`config.mk`:
```
export PLATFORM = sky130hd
export DESIGN_NAME = rv_core
export DESIGN_NICKNAME = d
export VERILOG_FILES = /design/src/hw/rv_pkg.sv /design/src/hw/rv_core.sv /design/src/hw/rv_alu.sv /design/src/hw/rv_regfile.sv /design/src/hw/rv_decoder.sv
export VERILOG_INCLUDE_DIRS = /design/src /design/src/hw
export SDC_FILE = /design/constraint.sdc
export NUM_CORES = 2
export LEC_CHECK = 0
export ABC_AREA = 1
export BUFFER_PORTS_ARGS = -buffer_cell sky130_fd_sc_hd__buf_2
export CORE_UTILIZATION = 34
export DETAILED_ROUTE_END_ITERATION = 7
export HOLD_SLACK_MARGIN = 0.12
export SKIP_LAST_GASP = 1
export SLEW_MARGIN = 20
export SYNTH_ARGS = -nofsm -noshare
export SYNTH_HDL_FRONTEND = slang
export SYNTH_SLANG_ARGS = --single-unit
```
`constraint.sdc`:
```
create_clock -name clk -period 15.1 [get_ports clk]
set_input_delay 1.51 -clock clk [delete_from_list [all_inputs] [get_ports clk]]
set_output_delay 1.51 -clock clk [all_outputs]
set_load 0.02 [all_outputs]
```
`src/hw/rv_macros.svh`:
```
/*
 * rv32i core constants
 * widths, register count and program counter stepping
 */
`ifndef RV_MACROS_SVH
`define RV_MACROS_SVH

// data and address width
`define RV_XLEN 32

// register index width and count
`define RV_REG_ADDR_W 5
`define RV_NUM_REGS 32

// pc after reset
`define RV_RESET_PC 32'h0000_0000

// bytes per instruction
`define RV_INSN_STEP 32'd4

`endif
```
`src/hw/rv_pkg.sv`:
```
/*
 * rv32i core types
 * opcode, alu and branch enums plus the decode and retire records
 */
`default_nettype none

`include "rv_macros.svh"

package rv_pkg;

  // major opcodes kept by this core
  typedef enum logic [6:0] {
    opc_lui    = 7'b0110111,
    opc_op_imm = 7'b0010011,
    opc_op     = 7'b0110011,
    opc_branch = 7'b1100011,
    opc_system = 7'b1110011
  } rv_opcode_e;

  typedef enum logic [3:0] {
    alu_add    = 4'd0,
    alu_sub    = 4'd1,
    alu_sll    = 4'd2,
    alu_slt    = 4'd3,
    alu_sltu   = 4'd4,
    alu_xor    = 4'd5,
    alu_srl    = 4'd6,
    alu_sra    = 4'd7,
    alu_or     = 4'd8,
    alu_and    = 4'd9,
    alu_pass_b = 4'd10
  } rv_alu_op_e;

  // encoded as funct3 of the branch group
  typedef enum logic [2:0] {
    br_beq  = 3'b000,
    br_bne  = 3'b001,
    br_blt  = 3'b100,
    br_bge  = 3'b101,
    br_bltu = 3'b110,
    br_bgeu = 3'b111
  } rv_branch_e;

  typedef struct packed {
    logic [`RV_REG_ADDR_W-1:0] rs1;
    logic [`RV_REG_ADDR_W-1:0] rs2;
    logic [`RV_REG_ADDR_W-1:0] rd;
    logic [`RV_XLEN-1:0]       imm;
    rv_alu_op_e                alu_op;
    logic                      use_imm;
    logic                      reg_write;
    logic                      is_branch;
    rv_branch_e                cond;
    logic                      is_halt;
    logic                      illegal;
  } rv_decode_t;

  // architectural effect of one executed instruction
  typedef struct packed {
    logic                      valid;
    logic [`RV_XLEN-1:0]       pc;
    logic [`RV_XLEN-1:0]       insn;
    logic                      reg_write;
    logic [`RV_REG_ADDR_W-1:0] rd;
    logic [`RV_XLEN-1:0]       wdata;
    logic                      illegal;
  } rv_retire_t;

endpackage

`default_nettype wire

```
`src/hw/rv_core.sv`:
```
/*
 * single-cycle rv32i core
 * pc and next-pc logic, writeback, ecall halt and retire trace
 */
`timescale 1ns/1ps
`default_nettype none

`include "rv_macros.svh"

module rv_core
  import rv_pkg::*;
(
  input  logic                clk,
  input  logic                rst,
  output logic [`RV_XLEN-1:0] pc,
  input  logic [`RV_XLEN-1:0] insn,
  output rv_retire_t          retire,
  output logic                halt
);

  rv_decode_t          dec;
  logic [`RV_XLEN-1:0] rs1_data;
  logic [`RV_XLEN-1:0] rs2_data;
  logic [`RV_XLEN-1:0] alu_b;
  logic [`RV_XLEN-1:0] alu_result;
  logic                branch_taken;
  logic                consume;
  logic                reg_we;
  logic [`RV_XLEN-1:0] next_pc;

  // instruction strobe, no back-pressure
  assign consume = !rst && !halt;

  rv_decoder u_decoder (
    .insn (insn),
    .dec  (dec)
  );

  rv_regfile u_regfile (
    .clk      (clk),
    .rst      (rst),
    .rs1_idx  (dec.rs1),
    .rs2_idx  (dec.rs2),
    .rs1_data (rs1_data),
    .rs2_data (rs2_data),
    .we       (reg_we),
    .rd_idx   (dec.rd),
    .rd_data  (alu_result)
  );

  assign alu_b = dec.use_imm ? dec.imm : rs2_data;

  rv_alu u_alu (
    .a            (rs1_data),
    .b            (alu_b),
    .op           (dec.alu_op),
    .cond         (dec.cond),
    .result       (alu_result),
    .branch_taken (branch_taken)
  );

  assign reg_we = consume && dec.reg_write && !dec.illegal;

  // ecall holds the pc at its own address
  always_comb begin
    if (dec.is_halt) begin
      next_pc = pc;
    end else if (dec.is_branch && branch_taken) begin
      next_pc = pc + dec.imm;
    end else begin
      next_pc = pc + `RV_INSN_STEP;
    end
  end

  always_ff @(posedge clk) begin
    if (rst) begin
      pc <= `RV_RESET_PC;
    end else if (consume) begin
      pc <= next_pc;
    end
  end

  // sticky until reset
  always_ff @(posedge clk) begin
    if (rst) begin
      halt <= 1'b0;
    end else if (consume && dec.is_halt) begin
      halt <= 1'b1;
    end
  end

  always_comb begin
    retire.valid     = consume;
    retire.pc        = pc;
    retire.insn      = insn;
    retire.reg_write = reg_we;
    retire.rd        = reg_we ? dec.rd : '0;
    retire.wdata     = reg_we ? alu_result : '0;
    retire.illegal   = consume && dec.illegal;
  end

endmodule

`default_nettype wire

```
`src/hw/rv_alu.sv`:
```
/*
 * rv32i alu
 * arithmetic, logic, shift and compare, plus branch condition
 */
`timescale 1ns/1ps
`default_nettype none

`include "rv_macros.svh"

module rv_alu
  import rv_pkg::*;
(
  input  logic [`RV_XLEN-1:0] a,
  input  logic [`RV_XLEN-1:0] b,
  input  rv_alu_op_e          op,
  input  rv_branch_e          cond,
  output logic [`RV_XLEN-1:0] result,
  output logic                branch_taken
);

  logic       eq;
  logic       lt_s;
  logic       lt_u;
  logic [4:0] shamt;

  assign eq    = (a == b);
  assign lt_s  = ($signed(a) < $signed(b));
  assign lt_u  = (a < b);
  assign shamt = b[4:0];

  always_comb begin
    case (op)
      alu_add:    result = a + b;
      alu_sub:    result = a - b;
      alu_sll:    result = a << shamt;
      alu_slt:    result = {{(`RV_XLEN-1){1'b0}}, lt_s};
      alu_sltu:   result = {{(`RV_XLEN-1){1'b0}}, lt_u};
      alu_xor:    result = a ^ b;
      alu_srl:    result = a >> shamt;
      alu_sra:    result = $unsigned($signed(a) >>> shamt);
      alu_or:     result = a | b;
      alu_and:    result = a & b;
      alu_pass_b: result = b;
      default:    result = '0;
    endcase
  end

  // condition on the two register operands
  always_comb begin
    case (cond)
      br_beq:  branch_taken = eq;
      br_bne:  branch_taken = !eq;
      br_blt:  branch_taken = lt_s;
      br_bge:  branch_taken = !lt_s;
      br_bltu: branch_taken = lt_u;
      br_bgeu: branch_taken = !lt_u;
      default: branch_taken = 1'b0;
    endcase
  end

endmodule

`default_nettype wire

```
`src/hw/rv_regfile.sv`:
```
/*
 * rv32i register file
 * two async read ports, one sync write port, x0 reads zero
 */
`timescale 1ns/1ps
`default_nettype none

`include "rv_macros.svh"

module rv_regfile (
  input  logic                      clk,
  input  logic                      rst,
  input  logic [`RV_REG_ADDR_W-1:0] rs1_idx,
  input  logic [`RV_REG_ADDR_W-1:0] rs2_idx,
  output logic [`RV_XLEN-1:0]       rs1_data,
  output logic [`RV_XLEN-1:0]       rs2_data,
  input  logic                      we,
  input  logic [`RV_REG_ADDR_W-1:0] rd_idx,
  input  logic [`RV_XLEN-1:0]       rd_data
);

  // x1 .. x31 only
  logic [`RV_XLEN-1:0] regs [1:`RV_NUM_REGS-1];

  always_ff @(posedge clk) begin
    if (rst) begin
      for (int i = 1; i < `RV_NUM_REGS; i++) begin
        regs[i] <= '0;
      end
    end else if (we && rd_idx != '0) begin
      regs[rd_idx] <= rd_data;
    end
  end

  assign rs1_data = (rs1_idx == '0) ? '0 : regs[rs1_idx];
  assign rs2_data = (rs2_idx == '0) ? '0 : regs[rs2_idx];

endmodule

`default_nettype wire

```
`src/hw/rv_decoder.sv`:
```
/*
 * rv32i instruction decoder
 * splits the word, forms immediates and classifies the instruction
 */
`timescale 1ns/1ps
`default_nettype none

`include "rv_macros.svh"

module rv_decoder
  import rv_pkg::*;
(
  input  logic [`RV_XLEN-1:0] insn,
  output rv_decode_t          dec
);

  rv_opcode_e          opcode;
  logic [2:0]          funct3;
  logic [6:0]          funct7;
  logic [`RV_XLEN-1:0] imm_i;
  logic [`RV_XLEN-1:0] imm_b;
  logic [`RV_XLEN-1:0] imm_u;
  logic [`RV_XLEN-1:0] shamt;

  assign opcode = rv_opcode_e'(insn[6:0]);
  assign funct3 = insn[14:12];
  assign funct7 = insn[31:25];

  // sign-extended immediates
  assign imm_i = {{20{insn[31]}}, insn[31:20]};
  assign imm_b = {{19{insn[31]}}, insn[31], insn[7], insn[30:25], insn[11:8], 1'b0};
  assign imm_u = {insn[31:12], 12'b0};
  assign shamt = {27'b0, insn[24:20]};

  always_comb begin
    dec           = '0;
    dec.rs1       = insn[19:15];
    dec.rs2       = insn[24:20];
    dec.rd        = insn[11:7];
    dec.imm       = imm_i;
    dec.alu_op    = alu_add;
    dec.cond      = rv_branch_e'(funct3);

    case (opcode)
      opc_lui: begin
        dec.imm       = imm_u;
        dec.alu_op    = alu_pass_b;
        dec.use_imm   = 1'b1;
        dec.reg_write = 1'b1;
      end
      opc_op_imm: begin
        dec.use_imm   = 1'b1;
        dec.reg_write = 1'b1;
        case (funct3)
          3'b000: dec.alu_op = alu_add;
          3'b010: dec.alu_op = alu_slt;
          3'b011: dec.alu_op = alu_sltu;
          3'b100: dec.alu_op = alu_xor;
          3'b110: dec.alu_op = alu_or;
          3'b111: dec.alu_op = alu_and;
          3'b001: begin
            dec.imm     = shamt;
            dec.alu_op  = alu_sll;
            dec.illegal = (funct7 != 7'b0000000);
          end
          default: begin
            // srli / srai share funct3
            dec.imm = shamt;
            if (funct7 == 7'b0000000) begin
              dec.alu_op = alu_srl;
            end else if (funct7 == 7'b0100000) begin
              dec.alu_op = alu_sra;
            end else begin
              dec.illegal = 1'b1;
            end
          end
        endcase
      end
      opc_op: begin
        dec.reg_write = 1'b1;
        if (funct7 == 7'b0000000) begin
          case (funct3)
            3'b000:  dec.alu_op = alu_add;
            3'b001:  dec.alu_op = alu_sll;
            3'b010:  dec.alu_op = alu_slt;
            3'b011:  dec.alu_op = alu_sltu;
            3'b100:  dec.alu_op = alu_xor;
            3'b101:  dec.alu_op = alu_srl;
            3'b110:  dec.alu_op = alu_or;
            default: dec.alu_op = alu_and;
          endcase
        end else if (funct7 == 7'b0100000 && funct3 == 3'b000) begin
          dec.alu_op = alu_sub;
        end else if (funct7 == 7'b0100000 && funct3 == 3'b101) begin
          dec.alu_op = alu_sra;
        end else begin
          // includes the M extension encodings
          dec.illegal = 1'b1;
        end
      end
      opc_branch: begin
        dec.imm       = imm_b;
        dec.alu_op    = alu_sub;
        dec.is_branch = 1'b1;
        dec.illegal   = (funct3 == 3'b010) || (funct3 == 3'b011);
      end
      opc_system: begin
        // only a bare ecall is accepted
        dec.is_halt = (insn[31:7] == 25'd0);
        dec.illegal = (insn[31:7] != 25'd0);
      end
      default: dec.illegal = 1'b1;
    endcase

    if (dec.illegal) begin
      dec.reg_write = 1'b0;
      dec.is_branch = 1'b0;
      dec.is_halt   = 1'b0;
    end
  end

endmodule

`default_nettype wire

```
# == Word level (Yosys, flattened, before mapping) ==
# Memory sizes are Yosys's and may differ from the RTL's.
# Index checks and enable logic that the tools add are counted.
# totals
ramBits,992
memories,1
romBits,0
latch_bits,0
input_bits,34
reg_bits,33
# classes
bitwise_logic,4
order_cmp,2
n_reduce_logical,30
add_sub_neg,4
mux,39
eq_ne,24
multipliers,0
div,0
n_shift,3
# memory_table
memory,words,word_bits,rd,rd_clocked_by_memory_dff,wr,line,rtl
u_regfile.regs,31,32,2,0,31,rv_regfile.sv:23,logic [`RV_XLEN-1:0] regs [1:`RV_NUM_REGS-1];
# op_table
cell,n
$pmux W32 S11,1
$mux W32,7
$pmux W32 S3,1
$add A32 B32 Y32,2
$lt A32 B32 Y1,2
$pmux W4 S7,2
$add A32 B3 Y32 const B,1
$and A32 B32 Y32,1
$eq A32 B32 Y1,1
$or A32 B32 Y32,1
$reduce_or A32 Y1,1
$shl A32 B5 Y32,1
$shr A32 B5 Y32,1
$sshr A32 B5 Y32,1
$sub A32 B32 Y32,1
$xor A32 B32 Y32,1
$logic_not A25 Y1,1
$reduce_bool A25 Y1,1
$eq A7 B6 Y1 const B,3
$eq A4 B3 Y1 const B,4
$mux W1,16
$pmux W4 S4,1
$eq A7 B7 Y1 const B,2
$eq A3 B3 Y1 const B,4
27 further kinds,49

# == Longest topological paths before layout ==
# logic_depth
ltp_word,15
ltp_mapped,35
ltp_nobuf,30

# == By module ==
# From an unflattened synthesis, not the netlist that was laid out.
# unflattened
cells_unflattened,10589
area_unflattened_um2,73491.7
# by_module_without_submodules
mod,seq_area_each_um2,area_per_inst_um2,cells_each,n_inst
rv_regfile,30749.5,56507.9,7247,1
rv_alu,0.0,10316.1,2125,1
rv_core,660.6,5763.0,1041,1
rv_decoder,0.0,904.6,176,1

# == Worst setup path after synthesis ==
# OpenSTA, ideal clock, no wires.
# synth_timing
path_kind,input to output
from,input port insn[20]
to,output port retire[22] (netlist name)
arrival_time_ns,5.832
path_buffers,8
stages,29
setup_slack_ns,7.758
required_ns,13.590
path_cell_list,buf_4 > inv_2 > buf_2 > buf_2 > clkbuf_1 > clkbuf_1 > clkbuf_1 > a21oi_1 > o21ai_0 > a21oi_1 > o311ai_0 > o21ai_0 > ha_1 > buf_1 > inv_1 > a21oi_1 > o21ai_0 > a21boi_0 > nand3_1 > nand2_1 > nand2_1 > a21oi_1 > o21ai_0 > nand2_1 > nor2_1 > nand3_1 > nor2_2 > buf_4 > nor2_1
# synth_rtl
element,line,rtl
start: declaration,rv_core.sv:16,"input logic [`RV_XLEN-1:0] insn,"
end: declaration,rv_core.sv:17,"output rv_retire_t retire,"

==> flow_summary_export.csv <==
group,metric,value,unit
status,status,"finished, final reports clean",
detailed_routing,drc,0,
worst_setup_path,arrival,9320,ps
sta,hold_viol_final,0,
worst_setup_path,critPathKind,"in2out",
yosys,syn_avg_cell_area,7.51,sq um
power,power_density,114,mW/mm^2
yosys,yosysTopAreaCell,"edfxtp_1",
sta,maxSlewHeadroom,22.0,%
yosys,ys_top_cells_by_area,"edfxtp_1 43%, nand2_1 10%, a21oi_1 8.0%",
floorplanning,ios,171,
yosys,ys_async_sr_fraction,0,%
global_routing,grt-ovfl-total,0,
floorplanning,die_area,0.213,sq mm
yosys,synth_edf_count,1024,
sta,period_needed,10830,ps
placed_design,place_ws,4750,ps
global_routing,grt_pass1_wl,491,mm
finish,fin_area,0.0782,sq mm
detailed_routing,num_vias,73851,
detailed_routing,drtPass1Iterations,7,
floorplanning,initial_utilization,34.2,%
worst_setup_path,end_kind,"output pin",
cts,clkSinkCount,1057,
worst_setup_path,crit_fanout,37,
sta,fin_setup_tns,0,ps
placed_design,postPlaceCellArea,0.0743,sq mm
floorplanning,rows,168,
yosys,dominantRegCellSynth,"edfxtp_1",
sta,whs,515,ps
detailed_routing,wl_per_cell,28.9,um
yosys,yosysTopAreaCellShare,42.8,%
worst_hold_path,min_path_type,"reg2reg",
flow_run,maxCapViolCount,0,
cts,cts_buffers,119,
yosys,ys_seq_elements,1057,
worst_setup_path,critical_path.most_common_cell,"nand2_1",
sta,fmax,92.4,MHz
detailed_routing,routed_wl,353,mm
detailed_routing,via_per_inst,6.06,
yosys,syn_area,0.0718,sq mm
power,p_leak,0.0324,uW
sta,setup_viol,0,
sta,skew,48.9,ps
placed_design,place_congestion,1.02,
cts,holdBufCountCts,0,
sta,timing.final.ws_setup,4270,ps
detailed_routing,ant_nets,0,
worst_setup_path,cp.required,13590,ps
global_routing,grt_pass1_vias,67487,
finish,instances_no_fill,12181,
worst_setup_path,cp-start-kind,"primary input",
finish,nNetsFinal,9439,
global_routing,track_usage,32.0,%
detailed_routing,drt_iter0_drc,13203,
yosys,syn_inst,9561,
finish,area_delta_synth_final,8.82,%
global_routing,grt_antenna_before_repair,12,
cts,post-cts-setup-buffers,0,
cts,cts_tree,"yes",
floorplanning,die_h,462,um
floorplanning,die_x,462,um
power,irDropWorstVdd,0.106,mV
cts,path_clk_slew,60,ps
placed_design,place_inst,11954,
cts,htreeDepth,3,
floorplanning,coreArea,0.210,sq mm
finish,drive_above_1_share,8.04,%
worst_setup_path,crit_slowest_cell,"buf_4",
cts,cts_resized,0,
sta,tightest_slew,1170,ps
yosys,synth_warnings,0,
yosys,synth_seq_area_share,43.7,%
sta,rsz0062_at_grt,"false",
global_routing,grt_max_degree,157,
placed_design,io_buffers,170,
cts,clk-insertion-delay-late,810,ps
yosys,ys_types,65,
sta,finalCritPeriodShare,71.7,%
cts,clk_path_buf_depth,3,
sta,drv_slew,0,
placed_design,dp_hpwl,224,mm
worst_setup_path,slowest_delay,680,ps
cts,cts.root.buffer_cell,"clkbuf_16",
cells in the mapped netlist, drive strengths merged, types with 33 or more instances:
library cell and n:
nand2 1978, o211ai 269, a21oi 1157, nand4 59, edfxtp 1024, buf 538, clkbuf 303, o22ai 73
ha 132, nand3 1012, o21ai 864, xor2 50, dfxtp 33, nor2 982, inv 893, nor3 43
critical path, delay by kind of cell:
kind,cells,cell delay (ps)
AOI/OAI and AO/OA,2,540
adders and majority gates,2,570
buffers and inverters,8,2500
and+or+nand+nor,17,4050
layout make-up:
class | instances | area, sq um
clock buffer | 149 | 3200
clock inverter | 73 | 617
multi-input combinational | 6798 | 33300
timing repair buffer | 398 | 2690
fill | 21867 | 132000
inverter | 896 | 3390
tap | 2805 | 3510
sequential | 1057 | 31400
antenna | 5 | 12.5
layout by cell type, fill, tap and decap left out, types with 9 or more instances in the layout:
cell type	count
nand2_1	1928
a21oi_1	1154
edfxtp_1	1024
nand3_1	1005
nor2_1	934
inv_1	842
o21ai_0	837
o211ai_1	269
buf_4	226
buf_2	162
ha_1	132
clkbuf_16	121
o22ai_1	72
nand4_1	59
xor2_1	50
inv_2	46
nand2_2	40
nor3_1	39
clkinv_1	36
dfxtp_1	33
conb_1	32
nor2_2	28
clkinv_2	22
o2111ai_1	21
clkbuf_1	21
nor2_4	19
o21ai_1	18
a221oi_1	16
xnor2_1	15
a31oi_1	11
or2_2	10
nand2_4	10
o221ai_1	9
bufinv_16	9
registers in the layout (all words and copies together), names as in the netlist:
| register | count |
|---|---|
| u_regfile.regs | 1024 |
| pc | 32 |
| halt | 1 |
cell families after synthesis:
logic type               share of synthesized area, %
buffers and inverters                            10.5
adder cells (fa/ha/maj)                          2.38
XOR/XNOR                                        0.793
multiplexers                                   0.0139
other                                         0.00522
AO/OA/AOI/OAI                                    18.7
flip-flops                                       43.7
AND/OR/NAND/NOR                                  23.9
final timing paths:
path	slack (ps)	endpoint	depth (start not counted)	from
max	4270	retire[27]	29	insn[21]
min reg2reg	520	pc[0]$_SDFFE_PP0P_	2	pc[0]$_SDFFE_PP0P_
max reg2reg	8710	u_regfile.regs[9][18]$_SDFFCE_PN0P_	25	u_regfile.regs[10][5]$_SDFFCE_PN0P_
min	520	pc[0]$_SDFFE_PP0P_	2	pc[0]$_SDFFE_PP0P_
layer usage:
metal	routed length, um	GRT usage [%]	up-vias
met5	79	0.204	-
met4	26500	20.7	10
met3	50200	9.57	1228
met2	144000	45.8	5708
met1	132000	41.6	35033
li1	-	-	31872
power breakdown:
group	switching [uW]	internal (uW)	total, uW
Sequential	55.0	3340	3390
Combinational	2000	549	2550
Clock	1290	1650	2930
metrics by stage:
stage	utilization, %	power, uW
final	37.3	8870
after global routing	37.3	9090
after CTS	37.3	8760
after detailed placement	35.4	5890
after global placement	35.4	5890
after floorplan	-	4960
No activity file was read; power rests on OpenSTA's default activity.
